==> src/include/busSizer_cfg.svh <==
// Bus sizing bridge configuration
// Line transfer length and the DSACK codes used for port width

`ifndef BUSSIZER_CFG_SVH
`define BUSSIZER_CFG_SVH

////////////////////////////////////////
// Line transfers
////////////////////////////////////////

// Long words in one cache line burst
`define BS_BURST_BEATS 4

////////////////////////////////////////
// DSACK1:0 codes, active low
////////////////////////////////////////

`define BS_ACK_LONG 2'b00 // 32-bit port
`define BS_ACK_WORD 2'b01 // 16-bit port
`define BS_ACK_NONE 2'b11 // Still waiting

// Byte port code 10 is not decoded here
`endif
==> src/logic/busSizerPkg.sv <==
// Bus sizing bridge types
// Captured CPU cycle, sequencer phase and the two views of a data word

`default_nettype none

package busSizerPkg;

    ////////////////////////////////////////
    // CPU cycle descriptor
    ////////////////////////////////////////

    // SIZ1:0 decoded, order is not the pin encoding
    typedef enum logic [1:0] {
        szByte = 2'd0,
        szWord = 2'd1,
        szLong = 2'd2,
        szLine = 2'd3
    } xferSize_e;

    // Everything the bridge needs from the TS cycle
    typedef struct packed {
        xferSize_e  size;      // Operand size
        logic [1:0] addr;      // A1:0
        logic       read;      // R/W high at start
        logic       lineBurst; // Line with a burstable TT
        logic       ciReq;     // TCI low at start
        logic       biReq;     // TBI low at start
    } cycleDesc_t;

    ////////////////////////////////////////
    // Sequencer phase
    ////////////////////////////////////////

    // Also tells the steering which half of a long word is on the bus
    typedef enum logic [1:0] {
        phIdle   = 2'd0, // No cycle
        phFirst  = 2'd1, // First port cycle
        phSecond = 2'd2, // Low word of a long on a 16-bit port
        phBeat   = 2'd3  // Remaining line beats on a 32-bit port
    } seqPhase_e;

    ////////////////////////////////////////
    // Data word
    ////////////////////////////////////////

    // Byte view for 32-bit ports, half view for 16-bit ports
    // Index 0 is the most significant in both views
    typedef union packed {
        logic [0:3][7:0]  lane; // lane 0 = D31:24
        logic [0:1][15:0] half; // half 0 = D31:16
    } busWord_u;

endpackage

`default_nettype wire

==> src/logic/busSizerTop.sv <==
// MC68040 dynamic bus sizing bridge
// 32-bit CPU side to a system bus with 32-bit and 16-bit ports

`default_nettype none

module busSizerTop import busSizerPkg::*; (
    input  logic        BCLK,
    input  logic        nRESET,
    // CPU side
    input  logic        nTsCpu,
    input  logic [1:0]  siz,
    input  logic [1:0]  a,
    input  logic [1:0]  tt,
    input  logic        rnw,
    input  logic        nTbi,
    input  logic        nTci,
    input  logic [31:0] cpuWrData,
    output logic [31:0] cpuRdData,
    output logic        nTa,
    output logic        nTbiCpu,
    output logic        nTciCpu,
    output logic        nTeaCpu,
    // Port side
    input  logic [1:0]  dsack,
    input  logic        nTea,
    input  logic [31:0] portRdData,
    output logic        nTsPort,
    output logic [31:0] portWrData,
    output logic [1:0]  portAddr
);

    cycleDesc_t desc;  // Captured CPU cycle
    logic       start; // New cycle for the sequencer
    logic       busy;
    seqPhase_e  phase;
    logic       latch; // Port acknowledge strobe

    ////////////////////////////////////////
    // Blocks
    ////////////////////////////////////////

    cycleDecoder i_cycleDecoder (
        .BCLK   (BCLK),
        .nRESET (nRESET),
        .nTsCpu (nTsCpu),
        .siz    (siz),
        .a      (a),
        .tt     (tt),
        .rnw    (rnw),
        .nTci   (nTci),
        .nTbi   (nTbi),
        .busy   (busy),
        .desc   (desc),
        .start  (start)
    );

    laneSteer i_laneSteer (
        .BCLK       (BCLK),
        .nRESET     (nRESET),
        .desc       (desc),
        .phase      (phase),
        .latch      (latch),
        .dsack      (dsack),
        .cpuWrData  (cpuWrData),
        .portRdData (portRdData),
        .portWrData (portWrData),
        .cpuRdData  (cpuRdData)
    );

    sizeSequencer i_sizeSequencer (
        .BCLK     (BCLK),
        .nRESET   (nRESET),
        .desc     (desc),
        .start    (start),
        .dsack    (dsack),
        .nTea     (nTea),
        .phase    (phase),
        .latch    (latch),
        .busy     (busy),
        .nTsPort  (nTsPort),
        .nTa      (nTa),
        .nTbiCpu  (nTbiCpu),
        .nTciCpu  (nTciCpu),
        .nTeaCpu  (nTeaCpu),
        .portAddr (portAddr)
    );

endmodule

`default_nettype wire

==> src/logic/sizeSequencer.sv <==
// Size sequencer
// Runs one or two port cycles per CPU cycle from DSACK, counts line beats
// and generates the one-cycle CPU termination strobes

`default_nettype none

`include "busSizer_cfg.svh"

module sizeSequencer import busSizerPkg::*; (
    input  logic       BCLK,
    input  logic       nRESET,
    input  cycleDesc_t desc,
    input  logic       start,
    input  logic [1:0] dsack,
    input  logic       nTea,
    output seqPhase_e  phase,
    output logic       latch,
    output logic       busy,
    output logic       nTsPort,
    output logic       nTa,
    output logic       nTbiCpu,
    output logic       nTciCpu,
    output logic       nTeaCpu,
    output logic [1:0] portAddr
);

    localparam int beatW = $clog2(`BS_BURST_BEATS);
    localparam logic [beatW-1:0] lastBeat = beatW'(`BS_BURST_BEATS - 1);

    logic             issue;      // Port TS goes out next edge
    logic             secondHalf; // A1 forced high for the second port cycle
    logic [beatW-1:0] beatCnt;    // Line beats acknowledged
    logic             termPend;   // Terminate the CPU next edge
    logic             termErr;
    logic             termTbi;
    logic             termTci;

    logic ack;      // Valid DSACK this edge
    logic wordAck;  // Port is 16 bits
    logic wide;     // Long or line
    logic burstOk;  // Line allowed to burst
    logic goSecond; // Fetch the other half
    logic goBeat;   // Line continues with beats
    logic lastAck;  // Final beat of the line
    logic termNow;

    ////////////////////////////////////////
    // Acknowledge decode
    ////////////////////////////////////////

    assign ack      = (phase != phIdle) && !issue && (dsack != `BS_ACK_NONE);
    assign wordAck  = dsack == `BS_ACK_WORD;
    assign wide     = (desc.size == szLong) || (desc.size == szLine);
    assign burstOk  = desc.lineBurst && !desc.biReq;
    assign goSecond = ack && (phase == phFirst) && wordAck && wide && nTea;
    assign goBeat   = ack && (phase == phFirst) && !wordAck && burstOk && nTea;
    assign lastAck  = beatCnt == lastBeat;
    assign termNow  = ack && !goSecond; // Every other acknowledge ends a CPU transfer

    assign latch    = ack;
    assign busy     = (phase != phIdle) || start || termPend;
    assign portAddr = {desc.addr[1] | secondHalf, desc.addr[0]};

    ////////////////////////////////////////
    // Phase FSM
    ////////////////////////////////////////

    always_ff @(posedge BCLK or negedge nRESET) begin
        if (!nRESET) begin
            phase      <= phIdle;
            issue      <= 1'b0;
            secondHalf <= 1'b0;
            beatCnt    <= '0;
        end else begin
            issue <= 1'b0;
            case (phase)
                phIdle: begin
                    if (start) begin
                        phase      <= phFirst;
                        issue      <= 1'b1;
                        secondHalf <= 1'b0;
                        beatCnt    <= '0;
                    end
                end
                phFirst: begin
                    if (goSecond) begin
                        phase      <= phSecond; // Same CPU cycle, next word
                        issue      <= 1'b1;
                        secondHalf <= 1'b1;
                    end else if (goBeat) begin
                        phase   <= phBeat; // Port keeps the one TS
                        beatCnt <= beatW'(1);
                    end else if (ack) begin
                        phase <= phIdle;
                    end
                end
                phSecond: begin
                    if (ack) phase <= phIdle;
                end
                default: begin // phBeat
                    if (ack) begin
                        beatCnt <= beatCnt + 1'b1;
                        if (lastAck || !nTea || wordAck) begin
                            phase <= phIdle; // Line done or cut short
                        end
                    end
                end
            endcase
        end
    end

    ////////////////////////////////////////
    // Strobes
    ////////////////////////////////////////

    // Flags captured with the acknowledge, pins one edge later
    always_ff @(posedge BCLK or negedge nRESET) begin
        if (!nRESET) begin
            termPend <= 1'b0;
            termErr  <= 1'b0;
            termTbi  <= 1'b0;
            termTci  <= 1'b0;
            nTsPort  <= 1'b1;
            nTa      <= 1'b1;
            nTeaCpu  <= 1'b1;
            nTbiCpu  <= 1'b1;
            nTciCpu  <= 1'b1;
        end else begin
            termPend <= termNow;
            termErr  <= !nTea;
            // Line that cannot burst, or one acked by a 16-bit port
            termTbi  <= desc.biReq || (desc.size == szLine && !(burstOk && !wordAck));
            termTci  <= desc.ciReq;
            nTsPort  <= !issue;
            nTa      <= !(termPend && !termErr);
            nTeaCpu  <= !(termPend && termErr); // Error replaces TA
            nTbiCpu  <= !(termPend && termTbi && !termErr);
            nTciCpu  <= !(termPend && termTci);
        end
    end

endmodule

`default_nettype wire

==> src/logic/laneSteer.sv <==
// Lane steering data buffer
// Copies write bytes onto the port lanes a narrow port expects,
// assembles read data from one or two port cycles for the CPU

`default_nettype none

`include "busSizer_cfg.svh"

module laneSteer import busSizerPkg::*; (
    input  logic       BCLK,
    input  logic       nRESET,
    input  cycleDesc_t desc,
    input  seqPhase_e  phase,
    input  logic       latch,      // Port acknowledge this edge
    input  logic [1:0] dsack,
    input  busWord_u   cpuWrData,
    input  busWord_u   portRdData,
    output busWord_u   portWrData,
    output busWord_u   cpuRdData
);

    busWord_u rdHold;   // Read word being assembled
    logic     rdLatch;  // Acknowledge of a read cycle
    logic     latchD;   // Hand assembled word to CPU side
    logic     wide;     // Long or line
    logic     halfSel;  // Half a 16-bit port fills

    assign wide = (desc.size == szLong) || (desc.size == szLine);

    // Second phase carries the low word, small operands follow A1
    assign halfSel = (phase == phSecond) || (!wide && desc.addr[1]);

    assign rdLatch = latch && desc.read;

    ////////////////////////////////////////
    // Write lanes
    ////////////////////////////////////////

    always_comb begin
        portWrData = cpuWrData; // Straight through unless a copy is needed
        if (phase == phSecond) begin
            portWrData.half[0] = cpuWrData.half[1]; // Bytes 2-3 onto lanes 0-1
        end else if (desc.size == szWord && desc.addr[1]) begin
            portWrData.half[0] = cpuWrData.half[1]; // Word at 2 on both halves
        end else if (desc.size == szByte) begin
            // Lane 0 for a 16-bit port, own lane stays for a 32-bit port
            portWrData.lane[0] = cpuWrData.lane[desc.addr];
            if (desc.addr == 2'd3) begin
                portWrData.lane[1] = cpuWrData.lane[3]; // Odd lane of the low half
            end
        end
    end

    ////////////////////////////////////////
    // Read latch
    ////////////////////////////////////////

    // Two stages so a following beat cannot overwrite the word
    // before the CPU samples its TA
    always_ff @(posedge BCLK or negedge nRESET) begin
        if (!nRESET) begin
            rdHold    <= '0;
            latchD    <= 1'b0;
            cpuRdData <= '0;
        end else begin
            latchD <= rdLatch;
            if (rdLatch) begin
                if (dsack == `BS_ACK_WORD) begin
                    // 16-bit port drives lanes 0-1 only
                    rdHold.half[halfSel] <= portRdData.half[0];
                end else begin
                    for (int i = 0; i < 4; i++) begin
                        rdHold.lane[i] <= portRdData.lane[i]; // All lanes straight
                    end
                end
            end
            if (latchD) begin
                cpuRdData <= rdHold; // Valid from the TA edge on
            end
        end
    end

endmodule

`default_nettype wire

==> src/logic/cycleDecoder.sv <==
// Cycle decoder
// Captures a CPU transfer start with size, address and type,
// and pulses start to the sequencer for one cycle

`default_nettype none

module cycleDecoder import busSizerPkg::*; (
    input  logic       BCLK,
    input  logic       nRESET,
    input  logic       nTsCpu, // CPU transfer start
    input  logic [1:0] siz,
    input  logic [1:0] a,
    input  logic [1:0] tt,
    input  logic       rnw,
    input  logic       nTci,
    input  logic       nTbi,
    input  logic       busy,   // Sequencer owns the bus
    output cycleDesc_t desc,
    output logic       start
);

    xferSize_e  sizeDec;  // SIZ pins decoded
    cycleDesc_t descNext;
    logic       take;     // TS accepted this edge

    ////////////////////////////////////////
    // Decode
    ////////////////////////////////////////

    // 68040 encoding: 00 long, 01 byte, 10 word, 11 line
    always_comb begin
        case (siz)
            2'b00:   sizeDec = szLong;
            2'b01:   sizeDec = szByte;
            2'b10:   sizeDec = szWord;
            default: sizeDec = szLine;
        endcase
    end

    always_comb begin
        descNext.size      = sizeDec;
        descNext.addr      = a;
        descNext.read      = rnw;
        // Normal and MOVE16 accesses may burst, TT1 set never does
        descNext.lineBurst = (sizeDec == szLine) && !tt[1];
        descNext.ciReq     = !nTci;
        descNext.biReq     = !nTbi;
    end

    // TS while a cycle is running is dropped
    assign take = !nTsCpu && !busy;

    ////////////////////////////////////////
    // Capture
    ////////////////////////////////////////

    always_ff @(posedge BCLK or negedge nRESET) begin
        if (!nRESET) begin
            desc  <= '0;
            start <= 1'b0;
        end else begin
            start <= take; // One cycle, busy blocks a repeat
            if (take) begin
                desc <= descNext; // Held for the whole CPU cycle
            end
        end
    end

endmodule

`default_nettype wire

==> config.mk <==
export PLATFORM = sky130hd
export DESIGN_NAME = busSizerTop
export DESIGN_NICKNAME = d
export VERILOG_FILES = /design/src/logic/busSizerPkg.sv /design/src/logic/busSizerTop.sv /design/src/logic/sizeSequencer.sv /design/src/logic/laneSteer.sv /design/src/logic/cycleDecoder.sv
export VERILOG_INCLUDE_DIRS = /design/src /design/src/include
export SDC_FILE = /design/constraint.sdc
export NUM_CORES = 1
export LEC_CHECK = 0
export BUFFER_PORTS_ARGS = -buffer_cell sky130_fd_sc_hd__buf_2
export CAP_MARGIN = 5
export CORE_MARGIN = 3
export CORE_UTILIZATION = 51
export CTS_CLUSTER_SIZE = 10
export DETAILED_ROUTE_END_ITERATION = 6
export PLACE_DENSITY_LB_ADDON = 0.05
export REMOVE_ABC_BUFFERS = 1
export SLEW_MARGIN = 20
export SYNTH_ARGS = -nofsm -noshare
export SYNTH_HDL_FRONTEND = slang
export SYNTH_SLANG_ARGS = --single-unit
export TNS_END_PERCENT = 30
==> constraint.sdc <==
create_clock -name BCLK -period 5.2 [get_ports BCLK]
set_clock_uncertainty 0.1 [all_clocks]
set_input_delay 0.52 -clock BCLK [delete_from_list [all_inputs] [get_ports BCLK]]
set_output_delay 0.52 -clock BCLK [all_outputs]
set_load 0.02 [all_outputs]
-- Word level (Yosys, flattened, before mapping)
Index checks and enable logic that the tools add are counted.
- mux-type cells: 30
- $lt $le $gt $ge: 3
- bitwise logic cells: 4
- eq/ne operators: 16
- reductions and logical operators: 59
- add/subtract/negate cells: 1
- operator list (kind ; count):
    16-bit two-way mux ; 4
    32-bit bitwise mux ; 1
    32-bit two-way mux ; 1
    1-bit logical AND ; 24
    8-bit two-way mux ; 3
    2-bit two-way mux ; 10
    2-bit one-hot mux with 3 select lines ; 3
    1-bit logical NOT ; 17
    8-bit binary-select mux with 2-bit select ; 1
    16-bit demux with 1-bit select ; 1
    2-bit == test, second input constant ; 7
    2-bit by 1-bit == test with 1-bit output, second input constant ; 4
    4-bit nonzero test ; 2
    1-bit logical OR ; 7
    2-bit logical NOT ; 3
    2-bit inequality test, second input constant ; 3
    3-bit AND reduction ; 2
    5-bit AND reduction ; 1
    1-bit two-way mux ; 4
    2-bit by 1-bit inequality test with 1-bit output, second input constant ; 2
    1-bit one-hot mux with 2 select lines ; 2
    2-bit nonzero test ; 2
    3-bit greater-or-equal comparator, second input constant ; 1
    2-bit NOT with 3-bit output ; 1
    other kinds (7) ; 7
- flip-flop bits (word level): 89
- input port bits: 79
- logic and storage cells: 136
- output and inout bits: 71

-- Longest topological paths before layout
Gate-level depths: netlist of run 1.
- word-level depth: 12
- gate-level depth with buffers: 7
- gate-level depth less buffers: 4

-- Hierarchy
From an unflattened synthesis of run 1, not the netlist that was laid out.
- cells, all modules: 323
- area, all modules: 4260.3 um2
- by module, submodules not included (module ; sequential area each (um2) ; instances ; cells each ; area each (um2)):
    laneSteer ; 1626.6 ; 1 ; 229 ; 3200.6
    sizeSequencer ; 381.6 ; 1 ; 66 ; 678.2
    cycleDecoder ; 225.2 ; 1 ; 28 ; 381.6

-- Worst setup path before layout of run 1
OpenSTA, ideal clock, no wires.
- kind: flip-flop to output port
- from: register i_cycleDecoder.desc[7] (netlist name)
- to: output portWrData[16]
- buffers on the path: 2
- cell stages (with the launch flop): 7
- slack: 2.919 ns
- required time: 4.580 ns
- arrival time: 1.661 ns
- cells stage by stage: dfrtp_1 -> or2_1 -> buf_2 -> nor3_4 -> or2_1 -> buf_4 -> mux2_1
- cells in the longest elaborated chain, start to end: 4
- elaborated cells between the ends (all ways): 6
- classes of those cells: 1 x eq/ne; 3 x mux; 2 x reduce/logical
- ends and longest elaborated chain (item ; line ; source):
    2-bit logical NOT / 2-bit by 1-bit == test with 1-bit output (equally long branches) ; laneSteer.sv:45, laneSteer.sv:43 ;
    16-bit two-way mux / 1-bit logical AND (equally long branches) ; laneSteer.sv:45, laneSteer.sv:43 ;
    16-bit two-way mux * ; laneSteer.sv:43 ; end else if (desc.size == szWord && desc.addr[1]) begin
    16-bit two-way mux * ; laneSteer.sv:41 ; if (phase == phSecond) begin
    to (decl) ; busSizerTop.sv:28 ; output logic [31:0] portWrData,
Every way passes the cells marked *; elsewhere a longest branch is shown, timed or not.

-- Final worst setup path of run 1
- from: register i_cycleDecoder.desc[7] (netlist name)
- to: output portWrData[23]
- cells in the longest elaborated chain, start to end: 4
- elaborated cells between the ends (all ways): 6
- classes of those cells: 1 x eq/ne; 3 x mux; 2 x reduce/logical
- ends and longest elaborated chain (item ; line):
    2-bit logical NOT / 2-bit by 1-bit == test with 1-bit output (equally long branches) ; laneSteer.sv:45, laneSteer.sv:43
    16-bit two-way mux / 1-bit logical AND (equally long branches) ; laneSteer.sv:45, laneSteer.sv:43
    16-bit two-way mux * ; laneSteer.sv:43
    16-bit two-way mux * ; laneSteer.sv:41
Marks and branches as above.

==> results.py, run 1 <==
metrics = {
    "global_route": {
        "grt_pass1_vias": 3276,
        "grt_pass1_wl_microns": 15730,
        "grt_max_degree": 64,
        "antenna_found_initial": 0,
        "overflow": 0,
        "grtUsageTotal_pct": 20.31,
    },
    "job": {
        "cap_violations": 0,
    },
    "sta": {
        "slew_violations": 0,
        "finalSetupViolCount": 0,
        "hold_viol": 0,
        "finalSetupTns_ns": 0,
        "worst_pin_slew_ns": 1.104,
        "post-route-period-util_pct": 61.17,
        "finalCriticalPeriod_ns": 3.181,
        "timing.fmax_mhz": 314.4,
        "worst_slew_margin_rel_pct": 26.43,
        "rsz0062_at_grt": "false",
    },
    "detailed_routing": {
        "via_per_inst": 5.374,
        "wl_per_cell_microns": 15.92,
        "totalWireLength_microns": 9185,
        "drc": 0,
        "drt_first_pass_iters": 4,
        "ant_nets": 0,
        "num_vias": 3101,
        "drt_first_iter_violations": 112,
    },
    "finish": {
        "final_cell_mix": "buf_2 (147), dfrtp_1 (84), mux2_2 (40)",
        "post-route-util_pct": 64.52,
        "drive_gt1_share_pct": 49.26,
        "antennaDiodeCount": 0,
        "areaGrowthSynthToFinish_pct": 20.48,
        "fin_nets": 552,
        "mostFrequentLayoutCell": "buf_2",
    },
    "setup_path": {
        "max_stage_delay_ns": 0.48,
        "cp_num_buf_inv": 1,
        "slowest_stage": "or2_1",
        "cp_cell_sequence": "or2_1 -> nor3_4 -> or2_1 -> mux2_1 -> buf_2",
        "crit_required_ns": 4.58,
        "cp-start-kind": "flop",
        "path_delay_family": "simple AND/OR/NAND/NOR gates",
        "cp.arrival_ns": 2.56,
        "worstSetupPathType": "reg -> out",
        "worst_setup_path_end_kind": "primary output",
        "cp_common_cell": "or2_1",
        "crit_fanout": 18,
    },
    "yosys": {
        "synth_ff_type": "dfrtp_1",
        "syn_inst": 344,
        "avgSynthCellArea_sq_um": 12.22,
        "synth_edf_count": 0,
        "syn-cell-area_sq_um": 4203,
        "async_reset_ff_share_pct": 100.0,
        "synth_cell_types": 48,
        "yosys_register_bits": 89,
        "ys_seq_area_share_pct": 53.14,
        "yosys_warnings": 0,
    },
    "clock_tree": {
        "clock_sinks": 89,
        "cts_root_buffer": "clkbuf_8",
        "htree_num_levels": 3,
        "worstSkewPairLatency_ns": 0.36,
        "numCtsBuffers": 9,
        "cts_buffer_depth": 2,
        "clkTransAtPathRegs_ns": 0.09,
        "cts_tree": "built",
    },
    "status": {
        "status": "completed",
    },
    "die": {
        "die_w_microns": 96.78,
        "core_sq_um": 7848,
        "io_pins": 150,
        "die_h_microns": 96.78,
        "start_util_pct": 53.56,
        "rows": 32,
        "design.die.area_sq_um": 9366,
    },
    "placement": {
        "place.gp.congestion": 0.7741,
        "io_buffers": 148,
        "hpwl_microns": 6703,
    },
    "hold_path": {
        "hold_path_class": "in -> reg",
    },
    "power": {
        "ir_worst_vdd_mv": 0.2635,
        "p_per_area_nw_per_um2": 600.9,
        "power_leakage_nw": 2.416,
    },
}
==> where the power goes <==
| group | switching, mW | internal (mW) |
|---|---|---|
| registers | 0.198 | 1.02 |
| logic | 0.750 | 0.593 |
| clock network | 0.242 | 0.239 |
| total | 1.19 | 1.85 |
==> registers in the layout, summed over array words and instances, names as in the netlist <==
name and count:
i_sizeSequencer.termPend 1, i_cycleDecoder.desc 8, i_laneSteer.latchD 1, i_sizeSequencer.termTci 1
i_sizeSequencer.nTciCpu 1, i_sizeSequencer.issue 1, i_sizeSequencer.termErr 1, i_sizeSequencer.termTbi 1
i_sizeSequencer.nTbiCpu 1, i_sizeSequencer.beatCnt 2, i_laneSteer.rdHold 32, i_sizeSequencer.nTa 1
i_sizeSequencer.secondHalf 1, i_sizeSequencer.phase 2, i_cycleDecoder.start 1, i_sizeSequencer.nTsPort 1
i_laneSteer.cpuRdData 32, i_sizeSequencer.nTeaCpu 1
==> layout make-up <==
class                           count  area, sq um
Clock inverter                      5        62.56
Timing Repair Buffer              152        775.7
Clock buffer                       11        141.4
Sequential cell                    89         2233
Tap cell                          102        127.6
Inverter                            8        30.03
Fill cell                         692         2784
Multi-Input combinational cell    210         1693
==> metal layers <==
layer | track usage, % | vias up | wire [microns]
met4 | 5.832 | 0 | 108
met1 | 26.14 | 1524 | 3882
met5 | 0 | - | 0
met3 | 6.633 | 11 | 633
met2 | 32.96 | 99 | 4562
li1 | - | 1467 | -
==> logic make-up (layout without fill, tap and decap cells) <==
family          after synthesis  after routing  share of synthesized area, %
flops                        89             89                         53.14
compound gates               77             77                         13.19
simple gates                 69             69                         8.783
mux                          61             61                         17.15
buf+inv                      45            176                         6.847
fa+ha+maj                     3              3                        0.8932
==> worst paths after layout <==
kind / start / to / slack (ns) / depth (start not counted)
max in group asynchronous: nRESET / i_laneSteer.rdHold[29] / 3.41 / 3
min in group asynchronous: nRESET / i_laneSteer.cpuRdData[25] / 0.50 / 2
max: i_cycleDecoder.desc[7] / portWrData[23] / 2.02 / 5
max reg2reg: i_sizeSequencer.phase[1] / i_laneSteer.rdHold[19] / 2.43 / 4
min: nTbi / i_cycleDecoder.desc[0] / 0.22 / 2
min reg2reg: i_sizeSequencer.termTci / i_sizeSequencer.nTciCpu / 0.28 / 1
==> worst reg2reg max path: stages (launching register included) <==
cell,delay [ns]
dfrtp_1,0.59
nand2b_4,0.14
a21oi_4,0.47
nand2b_1,0.92
mux2_2,0.43
==> per-stage QoR <==
stage | hold slack (ns) | instances | power (mW) | area, sq um | setup WS [ns]
final | 0.2193 | 577 | 3.043 | 5064 | 2.019
after global routing | 0.2044 | 577 | 3.263 | 5064 | 1.816
after global placement | 0.2538 | 560 | 2.550 | 4850 | 1.746
after floorplan | 0.1244 | 307 | 2.127 | 3945 | 2.670
after CTS | 0.2091 | 577 | 3.082 | 5064 | 2.015
after detailed placement | 0.2692 | 560 | 2.596 | 4850 | 1.753
==> synth_stat cells (all sizes together), types with 4 or more instances <==
library cell,n,area [sq um]
a21oi,20,111.4
nor2,23,88.84
nand2b,8,57.55
buf,34,246.5
mux2,58,690.7
a222oi,7,70.07
nor3,4,31.28
dfrtp,84,2102
a22oi,17,127.6
dfstp,5,131.4
nand2,23,88.84
o21ai,14,70.06
inv,8,30.03
o2bb2ai,7,61.31
==> repair_timing <==
item / 4_1_cts / 5_1_grt
resized for setup: 0 / 0
hold endpoints to repair: 26 / 0
hold buffers: 1 / 0
buffers inserted: 0 / 0
Note: power is estimated with default switching activity, not from simulation.
==> inputs of run 2 (changes only) <==
ABC_AREA = 1   (was unset)
CORE_UTILIZATION = 50   (was 51)
clock period = 3.2 ns   (was 5.2 ns; I/O delays follow)
==> run 2 against run 1 <==
  * Total power increased by 52%
  * Area after synthesis increased by 2.1%
  * Register-to-register slack got worse by 1.0 ns
  * Routed wire length increased by 1.9%
  * Setup slack got worse by 1.1 ns
  * Largest power group unchanged
==> results.py, run 2 <==
metrics = {
    "yosys": {
        "async_reset_ff_share_pct": 100.0,
        "synth_area_leaders": "dfrtp_1 (49%), nand2_1 (16%), mux2_2 (8.4%)",
        "yosys_warnings": 0,
        "syn-cell-area_sq_um": 4290,
        "synthMuxAreaShare_pct": 8.399,
        "yosys.area.top_type_share_pct": 48.99,
        "yosys.area.top_type": "dfrtp_1",
        "synth_top_family_by_area": "simple AND/OR/NAND/NOR gates",
        "synth_edf_count": 0,
        "synthXorXnorAreaFrac_pct": 0,
        "synth_ff_type": "dfrtp_1",
        "synthTopCellsByCount": "nand2_1 (180), dfrtp_1 (84), inv_1 (39)",
        "synth-simple-area-share_pct": 21.06,
        "yosys_register_bits": 89,
        "synthAdderAreaFrac_pct": 0.8749,
        "synth_cell_types": 29,
        "syn_inst": 478,
        "ys_seq_area_share_pct": 52.06,
        "avgSynthCellArea_sq_um": 8.976,
        "yosysMostFrequentCell": "nand2_1",
        "synth_compound_area_share_pct": 8.166,
    },
    "setup_path": {
        "crit_fanout": 8,
        "cp_common_cell": "nand2_1",
        "slowest_stage": "o31ai_2",
        "max_stage_delay_ns": 0.51,
        "cp.arrival_ns": 1.83,
        "worstSetupPathType": "reg -> out",
        "crit_required_ns": 2.78,
        "path_delay_family": "compound AO/OA/AOI/OAI gates",
        "cp_num_buf_inv": 2,
        "cp-start-kind": "flop",
        "worst_setup_path_end_kind": "primary output",
        "cp_cell_sequence": "inv_2 -> nand2_1 -> o31ai_2 -> nand2_1 -> nand2_1 -> buf_2",
    },
    "power": {
        "power_mw": 4.612,
        "p_int_mw": 2.672,
        "switchingPower_mw": 1.940,
        "clock_power_share_pct": 15.9,
        "ir_worst_vdd_mv": 0.4838,
        "p_per_area_nw_per_um2": 896.0,
        "sequentialPowerShare_pct": 40.4,
        "power_leakage_nw": 2.852,
        "p_comb_share_pct": 43.7,
        "sw_frac_of_total_pct": 42.07,
    },
    "detailed_routing": {
        "wl_met3_microns": 540,
        "via_per_inst": 4.844,
        "drt_first_iter_violations": 109,
        "drt_first_pass_iters": 4,
        "totalWireLength_microns": 9355,
        "drc": 0,
        "wl_per_cell_microns": 13.01,
        "top_layer": "met4",
        "num_vias": 3483,
        "wl_met1_microns": 4229,
        "wl_met2_microns": 4423,
        "ant_nets": 0,
    },
    "status": {
        "status": "completed",
    },
    "clock_tree": {
        "cts_setup_buffers": 0,
        "clock_sinks": 89,
        "postCtsResizedCells": 0,
        "htree_num_levels": 3,
        "cts_buffer_depth": 2,
        "cts_root_buffer": "clkbuf_8",
        "cts_tree": "built",
        "hold_buffers": 0,
        "numCtsBuffers": 9,
        "clkTransAtPathRegs_ns": 0.09,
        "worstSkewPairLatency_ns": 0.35,
    },
    "die": {
        "io_pins": 150,
        "rows": 33,
        "start_util_pct": 51.95,
        "die_w_microns": 98.63,
        "design.die.area_sq_um": 9728,
        "core_sq_um": 8258,
        "die_h_microns": 98.63,
    },
    "sta": {
        "post-route-period-util_pct": 70.25,
        "finalSetupViolCount": 0,
        "finalCriticalPeriod_ns": 2.248,
        "worst_slew_margin_rel_pct": 48.21,
        "rsz0062_at_grt": "false",
        "slew_violations": 0,
        "worst_pin_slew_ns": 0.7768,
        "finalSetupTns_ns": 0,
        "fin_ws_ns": 0.9520,
        "hold_viol": 0,
        "timing.fmax_mhz": 444.8,
    },
    "global_route": {
        "grtUsageTotal_pct": 20.26,
        "grt_max_degree": 90,
        "grt_pass1_wl_microns": 16130,
        "grt_pass1_vias": 3572,
        "overflow": 0,
        "antenna_found_initial": 0,
    },
    "finish": {
        "drive_gt1_share_pct": 36.48,
        "nFillCells": 768,
        "reg_top3": "i_laneSteer.cpuRdData x32, i_laneSteer.rdHold x32, i_cycleDecoder.desc x8",
        "antennaDiodeCount": 0,
        "mostFrequentLayoutCell": "nand2_1",
        "final_cell_mix": "nand2_1 (180), buf_2 (147), dfrtp_1 (84)",
        "fin_nets": 691,
        "instances_no_fill": 719,
        "areaGrowthSynthToFinish_pct": 19.98,
    },
    "job": {
        "cap_violations": 0,
    },
    "placement": {
        "place.gp.congestion": 0.8059,
        "io_buffers": 148,
        "hpwl_microns": 6769,
        "pre_cts_ws_ns": 1.316,
        "dp.cells": 702,
    },
    "hold_path": {
        "hold_path_class": "in -> reg",
    },
}
## run 2: changes by cell type in the layout (fill, tap and decap cells not counted), sizes merged, moves of 17 or more
cell / previous run / this run
a22oi: 17 / 0
nand2: 23 / 188
a21oi: 20 / 0
inv: 10 / 43
mux2: 58 / 32
o21ai: 14 / 61
## run 2: layer usage
metal  track usage, %  vias to the layer above
li1                 -                     1756
met1            26.27                     1602
met2            34.22                      108
met3            4.246                       17
met4            6.408                        0
met5                0                        -
## run 2: final timing paths
path	startpoint	endpoint	slack [ns]	depth (start not counted)
min in group asynchronous	nRESET	i_laneSteer.cpuRdData[31]	0.48	2
hold / removal	nTbi	i_cycleDecoder.desc[0]	0.04	2
hold reg to reg	i_sizeSequencer.termTci	i_sizeSequencer.nTciCpu	0.27	1
max in group asynchronous	nRESET	i_laneSteer.cpuRdData[16]	1.99	2
setup reg to reg	i_sizeSequencer.phase[1]	i_laneSteer.rdHold[2]	1.41	6
setup / recovery	i_cycleDecoder.desc[7]	portWrData[27]	0.95	6
## run 2: cell families (layout without fill, tap and decap cells)
kind of cell               count (synthesis)  count (layout)
AOI/OAI and AO/OA                         65              65
adders and majority gates                  3               3
buffers and inverters                     76             212
DFF                                       89              89
muxes                                     32              32
and+or+nand+nor                          213             213
## run 2: metrics by stage
| step | area [sq um] | util (%) | hold slack (ns) |
|---|---|---|---|
| after CTS | 5134 | 62.17 | 0.02084 |
| after global routing | 5147 | 62.33 | 0.03454 |
| after detailed placement | 4945 | 59.88 | 0.2601 |
| after global placement | 4945 | 59.88 | 0.2530 |
| final | 5147 | 62.33 | 0.03775 |
| after floorplan | 4055 | - | -0.07559 |
## run 2: final cells by class
class | instances | area, sq um | share of cell area [%]
flip-flops and latches | 89 | 2233 | 43.39
multi-input cells | 313 | 1652 | 32.09
repair buffers | 151 | 772.0 | 15.00
inverters | 45 | 170.2 | 3.306
clock buffers | 11 | 151.4 | 2.941
well taps | 105 | 131.4 | 2.552
clock inverters | 5 | 37.54 | 0.7292
## run 2: power by group through the flow
stage	clock network (mW)	registers (mW)	logic, mW
6_report	0.733	1.86	2.02
5_1_grt	0.797	1.93	2.27
4_1_cts	0.758	1.87	2.04
3_5_place_dp	0	1.89	2.04
3_3_place_gp	0	1.86	2.00
2_1_floorplan	0	2.10	1.13
==> inputs of run 3 (changes only) <==
CORE_UTILIZATION = 45   (was 50)
clock period = 2 ns   (was 3.2 ns; I/O delays follow)
==> run 3 against run 2 <==
  * Critical path depth up 1
  * Die area grew 10%
  * First-iteration DRC count is 1.8% lower
  * Largest power group unchanged
  * Combinational power up 89%
  * Utilization fell by 0.64 points
  * Routed wire length increased by 8.0%
  * Register-to-register slack worse by 1.2 ns
  * Setup slack got worse by 0.87 ns
==> results.py, run 3 (same netlist as run 2, synthesis figures left out) <==
metrics = {
    "placement": {
        "io_buffers": 148,
        "hpwl_microns": 7001,
        "placed_cell_area_sq_um": 5047,
        "place.gp.congestion": 0.8182,
        "pre_cts_ws_ns": 0.2472,
    },
    "power": {
        "p_per_area_nw_per_um2": 1384,
        "power_mw": 7.892,
        "power_leakage_nw": 3.076,
        "ir_worst_vdd_mv": 0.8351,
    },
    "sta": {
        "rsz0062_at_grt": "true",
        "finalSetupTns_ns": 0,
        "timing.fmax_mhz": 521.1,
        "finalCriticalPeriod_ns": 1.919,
        "fin_ws_ns": 0.08088,
        "finalSetupViolCount": 0,
        "worst_pin_slew_ns": 0.5084,
        "slew_violations": 0,
        "worst_slew_margin_rel_pct": 65.98,
        "hold_viol": 0,
        "post-route-period-util_pct": 95.96,
    },
    "setup_path": {
        "worstSetupPathType": "reg -> out",
        "cp-start-kind": "flop",
        "rrSetupSlack_ns": 0.19,
        "reg2reg_depth": 9,
        "max_stage_delay_ns": 0.44,
        "crit_required_ns": 1.70,
        "worstReg2RegStart": "i_sizeSequencer.phase[1]",
        "worst_setup_path_end_kind": "primary output",
        "r2r_end": "i_laneSteer.rdHold[18]",
        "slowest_stage": "dfrtp_2",
        "cp.arrival_ns": 1.62,
        "cp_cell_sequence": "inv_2 -> nand2_4 -> o31ai_4 -> buf_6 -> nand2_1 -> nand2_1 -> buf_6",
        "crit_fanout": 8,
    },
    "clock_tree": {
        "worstSkewPairLatency_ns": 0.35,
        "htree_num_levels": 3,
        "numCtsBuffers": 9,
        "cts_root_buffer": "clkbuf_8",
        "cts_buffer_depth": 2,
        "clock_sinks": 89,
        "clkTransAtPathRegs_ns": 0.08,
        "cts_tree": "built",
    },
    "finish": {
        "mostFrequentLayoutCell": "nand2_1",
        "areaGrowthSynthToFinish_pct": 32.87,
        "post-route-util_pct": 61.69,
        "reg_top3": "i_laneSteer.cpuRdData x32, i_laneSteer.rdHold x32, i_cycleDecoder.desc x8",
        "stdcell_area_sq_um": 5700,
        "fin_nets": 737,
        "nFillCells": 846,
        "seqCellArea_sq_um": 2241,
        "multi_input_area_sq_um": 1723,
        "final_cell_mix": "nand2_1 (175), buf_2 (135), dfrtp_1 (78)",
        "antennaDiodeCount": 0,
        "drive_gt1_share_pct": 39.55,
    },
    "global_route": {
        "grtUsageTotal_pct": 18.97,
        "grt_max_degree": 38,
        "grt_pass1_wl_microns": 16930,
        "overflow": 0,
        "grt_pass1_vias": 3674,
        "antenna_found_initial": 0,
    },
    "die": {
        "io_pins": 150,
        "start_util_pct": 46.43,
        "die_h_microns": 103.6,
        "rows": 35,
        "die_w_microns": 103.6,
        "core_sq_um": 9240,
        "design.die.area_sq_um": 10740,
    },
    "detailed_routing": {
        "drc": 0,
        "num_vias": 3684,
        "drt_first_pass_iters": 4,
        "ant_nets": 0,
        "totalWireLength_microns": 10110,
        "drt_first_iter_violations": 107,
        "via_per_inst": 4.669,
        "wl_per_cell_microns": 12.81,
    },
    "hold_path": {
        "min_to": "i_laneSteer.rdHold[30]",
        "min_from": "portRdData[30]",
        "hold_depth": 3,
        "hold_path_class": "in -> reg",
    },
    "status": {
        "status": "completed",
    },
    "job": {
        "cap_violations": 0,
    },
}
run 3: cell types whose count changed in the layout (fill, tap and decap cells not counted), sizes merged:
cell | before | now
clkinvlp | 2 | 3
dlygate4sd3 | 1 | 23
buf | 150 | 174
clkinv | 5 | 4
run 3: worst max path at each step:
stage | slack, ns | end | depth (start not counted) | start
after global routing | -0.03 | portWrData[27] | 9 | i_cycleDecoder.desc[7]
after CTS | -0.004 | portWrData[28] | 6 | i_cycleDecoder.desc[7]
after floorplan | 0.35 | portWrData[16] | 5 | i_cycleDecoder.desc[4]
after detailed placement | 0.25 | portWrData[28] | 6 | i_cycleDecoder.desc[7]
final | 0.08 | portWrData[27] | 7 | i_cycleDecoder.desc[7]
after global placement | 0.29 | portWrData[31] | 6 | i_cycleDecoder.desc[7]
run 3: what timing repair did:
item	4_1_cts	5_1_grt
hold buffers	23	0
setup buffers	2	14
hold endpoints to repair	55	0
pin swaps	1	5
endpoints found under the setup margin	16	16
gates resized for setup	9	39
run 3: report_power, final:
| part | switching (mW) | internal, mW | total, mW |
|---|---|---|---|
| logic | 2.23 | 1.58 | 3.81 |
| clock network | 0.639 | 0.459 | 1.10 |
| registers | 0.407 | 2.58 | 2.99 |
| total | 3.27 | 4.62 | 7.89 |
run 3: metal layers:
| metal | global-route usage [%] | wire length [microns] | vias up |
|---|---|---|---|
| met4 | 3.989 | 46 | 0 |
| li1 | - | - | 1848 |
| met1 | 23.84 | 4311 | 1738 |
| met3 | 3.801 | 509 | 6 |
| met2 | 34.02 | 5238 | 92 |
| met5 | 0 | 0 | - |
run 3: final cells by class:
| class | instances | share of cell area, % |
|---|---|---|
| Sequential cell | 89 | 39.31 |
| Tap cell | 129 | 2.831 |
| Timing Repair Buffer | 197 | 21.58 |
| Clock inverter | 5 | 0.7024 |
| Inverter | 45 | 3.051 |
| Clock buffer | 11 | 2.305 |
| Multi-Input combinational cell | 313 | 30.22 |
run 3: worst max-delay path: cells and delay by family, from the launching register on:
kind / cells / cell delay, ns
flip-flops: 1 / 0.44
AO/OA/AOI/OAI: 1 / 0.26
buffers and inverters: 3 / 0.37
AND/OR/NAND/NOR: 3 / 0.21
run 3: per-stage QoR:
step           hold slack [ns]  cells
6_report               0.02924    789
5_1_grt                0.02909    789
4_1_cts               0.005102    775
3_5_place_dp            0.1019    734
3_3_place_gp           0.09379    734
2_1_floorplan          -0.1956    447
